File: src/stream_consts.svh
`ifndef STREAM_CONSTS_SVH
`define STREAM_CONSTS_SVH

// Width of one stream byte, also the width of the running checksum
`define STREAM_DATA_W 8

// Default for the skid buffer output register option
// 0 gives a combinational path from input to output when the skid is empty
// 1 puts a register on o_valid and o_data
`define STREAM_OPT_OUTREG 1'b0

`endif
File: src/stream_pkg.sv
`include "stream_consts.svh"

package stream_pkg;

  // One byte of payload or one modulo-256 running sum
  typedef logic [`STREAM_DATA_W-1:0] data_t;

  // One transfer on a valid/ready link
  typedef struct packed {
    data_t data;
    logic  last;  // Final beat of a packet
  } beat_t;

  // Checksum stage states
  typedef enum logic {
    PASS, // Forwarding packet bytes
    EMIT  // Offering the checksum byte
  } csum_state_t;

endpackage

File: src/csum_pipe_top.sv
`timescale 1ns/10ps

// Byte stream checksum pipeline
// Input skid buffer, checksum stage, then a skid buffer with a
// registered output. Each packet of L bytes leaves as L+1 beats.
module csum_pipe_top (
  input  logic              clk,
  input  logic              rst_n,

  input  logic              i_valid,
  output logic              o_ready,
  input  stream_pkg::beat_t i_beat,

  output logic              o_valid,
  input  logic              i_ready,
  output stream_pkg::beat_t o_beat
);
  import stream_pkg::*;

  // in_buf to csum
  logic  in_valid;
  logic  in_ready;
  beat_t in_beat;

  // csum to out_buf
  logic  cs_valid;
  logic  cs_ready;
  beat_t cs_beat;

  // Registered ready toward the outside, no output register
  skid_buf #(
    .OPT_OUTREG(1'b0)
  ) in_buf (
    .clk    (clk),
    .rst_n  (rst_n),
    .i_valid(i_valid),
    .o_ready(o_ready),
    .i_data (i_beat),
    .o_valid(in_valid),
    .i_ready(in_ready),
    .o_data (in_beat)
  );

  csum_append csum (
    .clk    (clk),
    .rst_n  (rst_n),
    .i_valid(in_valid),
    .o_ready(in_ready),
    .i_beat (in_beat),
    .o_valid(cs_valid),
    .i_ready(cs_ready),
    .o_beat (cs_beat)
  );

  // Registered output, one cycle through the pipe
  skid_buf #(
    .OPT_OUTREG(1'b1)
  ) out_buf (
    .clk    (clk),
    .rst_n  (rst_n),
    .i_valid(cs_valid),
    .o_ready(cs_ready),
    .i_data (cs_beat),
    .o_valid(o_valid),
    .i_ready(i_ready),
    .o_data (o_beat)
  );

endmodule

File: src/csum_append.sv
`timescale 1ns/10ps

// Checksum stage
// Forwards packet bytes and appends one byte after each packet so that
// every output packet sums to zero modulo 256.
module csum_append (
  input  logic              clk,
  input  logic              rst_n,

  input  logic              i_valid,
  output logic              o_ready,
  input  stream_pkg::beat_t i_beat,

  output logic              o_valid,
  input  logic              i_ready,
  output stream_pkg::beat_t o_beat
);
  import stream_pkg::*;

  csum_state_t state;
  csum_state_t next_state;

  data_t sum;       // Running sum of accepted bytes
  data_t next_sum;
  data_t neg_sum;   // Two's complement of sum

  logic in_xfer;
  logic out_xfer;

  assign neg_sum  = data_t'(~sum + 1'b1);
  assign in_xfer  = i_valid && o_ready;
  assign out_xfer = o_valid && i_ready;

  // Handshake and output beat
  always_comb begin
    o_ready     = 1'b0;
    o_valid     = 1'b0;
    o_beat      = i_beat;
    o_beat.last = 1'b0;

    case (state)
      PASS: begin
        o_ready     = i_ready;  // No storage here, follow downstream
        o_valid     = i_valid;
        o_beat.data = i_beat.data;
        o_beat.last = 1'b0;     // Last moves to the checksum byte
      end

      EMIT: begin
        o_ready     = 1'b0;     // Input stalls for one beat
        o_valid     = 1'b1;
        o_beat.data = neg_sum;
        o_beat.last = 1'b1;
      end

      default: begin
        o_ready = 1'b0;
        o_valid = 1'b0;
      end
    endcase
  end

  // Next state and sum
  always_comb begin
    next_state = state;
    next_sum   = sum;

    case (state)
      PASS: begin
        if (in_xfer) begin
          next_sum = sum + i_beat.data;  // Wraps modulo 256
          if (i_beat.last) begin
            next_state = EMIT;
          end
        end
      end

      EMIT: begin
        if (out_xfer) begin
          next_state = PASS;
          next_sum   = '0;  // Fresh packet
        end
      end

      default: begin
        next_state = PASS;
        next_sum   = '0;
      end
    endcase
  end

  always_ff @(posedge clk) begin
    if (!rst_n) begin
      state <= PASS;
      sum   <= '0;
    end else begin
      state <= next_state;
      sum   <= next_sum;
    end
  end

endmodule

File: src/skid_buf.sv
`timescale 1ns/10ps

`include "stream_consts.svh"

// Valid/ready skid buffer
// o_ready comes straight from a flop, so the upstream ready path is cut.
// A beat that arrives while the downstream stalls lands in the skid register.
module skid_buf #(
  parameter bit OPT_OUTREG = `STREAM_OPT_OUTREG
) (
  input  logic              clk,
  input  logic              rst_n,

  input  logic              i_valid,
  output logic              o_ready,
  input  stream_pkg::beat_t i_data,

  output logic              o_valid,
  input  logic              i_ready,
  output stream_pkg::beat_t o_data
);
  import stream_pkg::*;

  logic  skid_valid;
  beat_t skid_data;

  logic  in_xfer;  // Upstream transfer this cycle
  logic  hold;     // Stage behind the skid register cannot take a beat

  assign in_xfer = i_valid && o_ready;

  // Ready is high exactly when the skid register is empty
  assign o_ready = !skid_valid;

  // Skid register control
  always_ff @(posedge clk) begin
    if (!rst_n) begin
      skid_valid <= 1'b0;
    end else if (in_xfer && hold) begin
      skid_valid <= 1'b1;  // Catch the beat in flight
    end else if (!hold) begin
      skid_valid <= 1'b0;  // Drained downstream
    end
  end

  always_ff @(posedge clk) begin
    if (in_xfer && hold) begin
      skid_data <= i_data;
    end
  end

  generate
    if (OPT_OUTREG) begin : g_outreg
      logic  out_valid;
      beat_t out_data;

      // Output register is full and not being taken
      assign hold = out_valid && !i_ready;

      always_ff @(posedge clk) begin
        if (!rst_n) begin
          out_valid <= 1'b0;
        end else if (!hold) begin
          out_valid <= skid_valid || in_xfer;
        end
      end

      // Skid beat is older, so it goes first
      always_ff @(posedge clk) begin
        if (!hold) begin
          out_data <= skid_valid ? skid_data : i_data;
        end
      end

      assign o_valid = out_valid;
      assign o_data  = out_data;
    end else begin : g_comb
      assign hold = !i_ready;

      // Input passes through while the skid register is empty
      assign o_valid = skid_valid || i_valid;
      assign o_data  = skid_valid ? skid_data : i_data;
    end
  endgenerate

endmodule

File: config.mk
export PLATFORM = sky130hd
export DESIGN_NAME = csum_pipe_top
export DESIGN_NICKNAME = d
export VERILOG_FILES = /design/src/stream_pkg.sv /design/src/csum_pipe_top.sv /design/src/csum_append.sv /design/src/skid_buf.sv
export VERILOG_INCLUDE_DIRS = /design/src /design/src/src
export SDC_FILE = /design/constraint.sdc
export NUM_CORES = 1
export LEC_CHECK = 0
export ABC_CLOCK_PERIOD_IN_PS = 3000
export BUFFER_PORTS_ARGS = -buffer_cell sky130_fd_sc_hd__buf_2
export CORE_ASPECT_RATIO = 1.4
export CORE_MARGIN = 2
export CORE_UTILIZATION = 44
export CTS_BUF_LIST = sky130_fd_sc_hd__clkbuf_4
export CTS_CLUSTER_SIZE = 25
export DETAILED_ROUTE_END_ITERATION = 8
export GPL_ROUTABILITY_DRIVEN = 0
export SLEW_MARGIN = 5
export SYNTH_ARGS = -nofsm -noshare
export SYNTH_HDL_FRONTEND = slang
export SYNTH_SLANG_ARGS = --single-unit
File: constraint.sdc
create_clock -name clk -period 3 [get_ports clk]
set_input_delay 0.3 -clock clk [delete_from_list [all_inputs] [get_ports clk]]
set_output_delay 0.3 -clock clk [all_outputs]
set_load 0.05 [all_outputs]
==> run metrics <==
critical path's top delay family compound AO/OA/AOI/OAI gates; I/O Buffers 23; CTS root buffer clkbuf_4; via count of the first global-routing pass 1384; Worst setup EP type flop; register bit total from synthesis 39; Final HPWL DP between 2000 and 3000 µm; WS Path Type reg2reg; Finished Cell Area 0.00226 mm²; total number of vias between 1000 and 1500; starting DRC count in detailed routing 59; status completed; die area slightly above 0.005 mm²; Starting Density a little under half; Detailed Route WL 3780 µm; Leak 0.867 nW; GR Util met2 between 20 and 30%; Row Count 29; clock skew ~0.014 ns; wire per inst 14.7 µm; fin crit share approximately 80%; largest net degree at the start of global routing 20; initial antenna violation count 0; Resized cells post-CTS 0; f_max approximately 430 MHz; # IOs 24; worst hold margin around 0.13 ns; Final nets ~220; max-cap violations 0; CTS buffer count 5; Pre-antenna DRT Iters 4; crit-path max FO 5; # hold bufs at CTS 0; Mapped Avg Cell Area between 10 and 15 µm²; setup TNS 0 ns; routing usage on met1 19.3%; Post-Syn Nets ~190; Area Growth Syn to Fin 11.5%; crit path cell chain mux2_2 > ha_1 > fa_1 > a21o_1 > a21oi_1 > o211ai_1 > xnor2_1 > o21ai_0; slew margin rel. 51.0%; CTS Sinks 39; Worst-path clk slew about 0.12 ns; RSZ-0062 raised after global routing false; # DRC 0; critical path data required time between 3 and 4 ns; H-tree depth 2; clk_lat worst skew about 0.34 ns; final hold violation count 0; Ant. Diodes 0; Slew Limit Fails 0; CTS tree yes; Placed Area around 0.0022 mm²; Die Width slightly above 60 µm; Fillers between 400 and 500; most frequent cells in the layout edfxtp_1 (27), buf_2 (23), nor2_1 (15), mux2_2 (14), dfxtp_1 (12); Synth Cell Area slightly above 0.002 mm²; Synth Flop Type edfxtp_1; slowest CP cell dfxtp_1; final setup fails 0; Post-synth EDFFs 27; Tot GR Track Use approximately 17%; Hold WC Path Type in2reg; CORE AREA roughly 0.0045 mm²; YS warnings 0; asr flop ratio synth 0%; crit path DAT about 2.6 ns; Synth cell types between 40 and 50; Worst setup SP type flop; Final Critical Period approximately 2.3 ns; antenna viol nets, final 0; first-pass GRT wire length between 6000 and 7000 µm; pwr dens between 500 and 600 mW/mm²; Worst Tran Pin Value between 0.7 and 0.8 ns; most common cell after layout, fill and taps aside edfxtp_1; Die H about 84 µm; Most Used Layer, Global Route met2; share of cells above drive strength 1 32.8%; CP peak stage delay ~0.45 ns; vias per inst about 5.2; synthesized instance count 166; peak supply drop 0.195 mV; grt ovf 0; WP buf/inv 0; setup bufs post-CTS 0; met3 Track Usage GR under 10%; register area share after synthesis about 52%; maximum buffer depth of the clock tree 2
-- flip-flops by register name, indices dropped and copies added, names as in the netlist --
register and count:
in_buf.skid_data 9, out_buf.o_data 9, out_buf.skid_data 9, csum.state 1, in_buf.skid_valid 1, out_buf.skid_valid 1, out_buf.o_valid 1, csum.sum 8
-- worst paths after layout --
check | startpoint | to | slack (ns) | depth (start not counted)
max | in_buf.skid_valid | csum.sum[6] | 0.67 | 8
min | i_beat[7] | in_buf.skid_data[7] | 0.13 | 1
max reg2reg | in_buf.skid_valid | csum.sum[6] | 0.67 | 8
min reg2reg | csum.sum[6] | csum.sum[6] | 0.55 | 2
-- metal layers --
layer | share of wire [%] | wire [µm] | vias up
met4 | 2.3 | 88 | 0
met1 | 43 | 1630 | 645
li1 | - | - | 671
met5 | 0 | 0 | -
met3 | 2.4 | 92 | 8
met2 | 52 | 1970 | 25
-- cell families (layout without fill, tap and decap cells) --
family | Yosys count | in the layout | share of synthesized area [%]
simple gates | 45 | 45 | 11.8
flops | 39 | 39 | 51.8
compound gates | 30 | 30 | 10.7
mux | 20 | 20 | 11.9
buf+inv | 13 | 42 | 3.58
xor+xnor | 10 | 10 | 4.32
fa+ha+maj | 9 | 9 | 5.92
-- Yosys cell counts (all sizes together), types with 2 or more instances --
library cell	count	area, µm²
mux2i	2	23.8
xor2	3	26.3
nand3b	2	15.0
a211oi	3	22.5
a21o	3	22.5
nor3	5	35.0
nand4b	2	17.5
xnor2	7	61.3
mux2	18	218
inv	5	18.8
nand3	5	25.0
dfxtp	12	240
nor3b	2	20.0
nor2	16	62.6
o21ai	4	20.0
nand2	9	33.8
edfxtp	27	811
buf	6	45.0
a21oi	9	60.1
a22oi	5	37.5
ha	8	100
-- power by group --
group | internal (mW) | switching, mW | total, mW
clock network | 0.0873 | 0.170 | 0.257
registers | 0.625 | 0.0364 | 0.662
logic | 0.137 | 0.202 | 0.339
-- area by class of cell --
type,count,area [µm²],share of cell area (%)
Clock buffer,5,37.5,1.66
Inverter,6,22.5,0.996
Sequential cell,39,1050,46.5
Multi-Input combinational cell,114,905,40.0
Tap cell,62,77.6,3.43
Timing Repair Buffer,28,153,6.75
Clock inverter,3,15.0,0.664
-- per-stage QoR --
step | util (%) | std cells | power, mW | setup WS [ns]
after global placement | 49.1 | 249 | 1.00 | 0.739
after CTS | 50.3 | 257 | 1.27 | 0.655
final | 50.3 | 257 | 1.26 | 0.669
after floorplan | - | 166 | 0.943 | 0.813
after detailed placement | 49.1 | 249 | 1.01 | 0.690
after global routing | 50.3 | 257 | 1.33 | 0.490
Note: power is estimated with default switching activity, not from simulation.
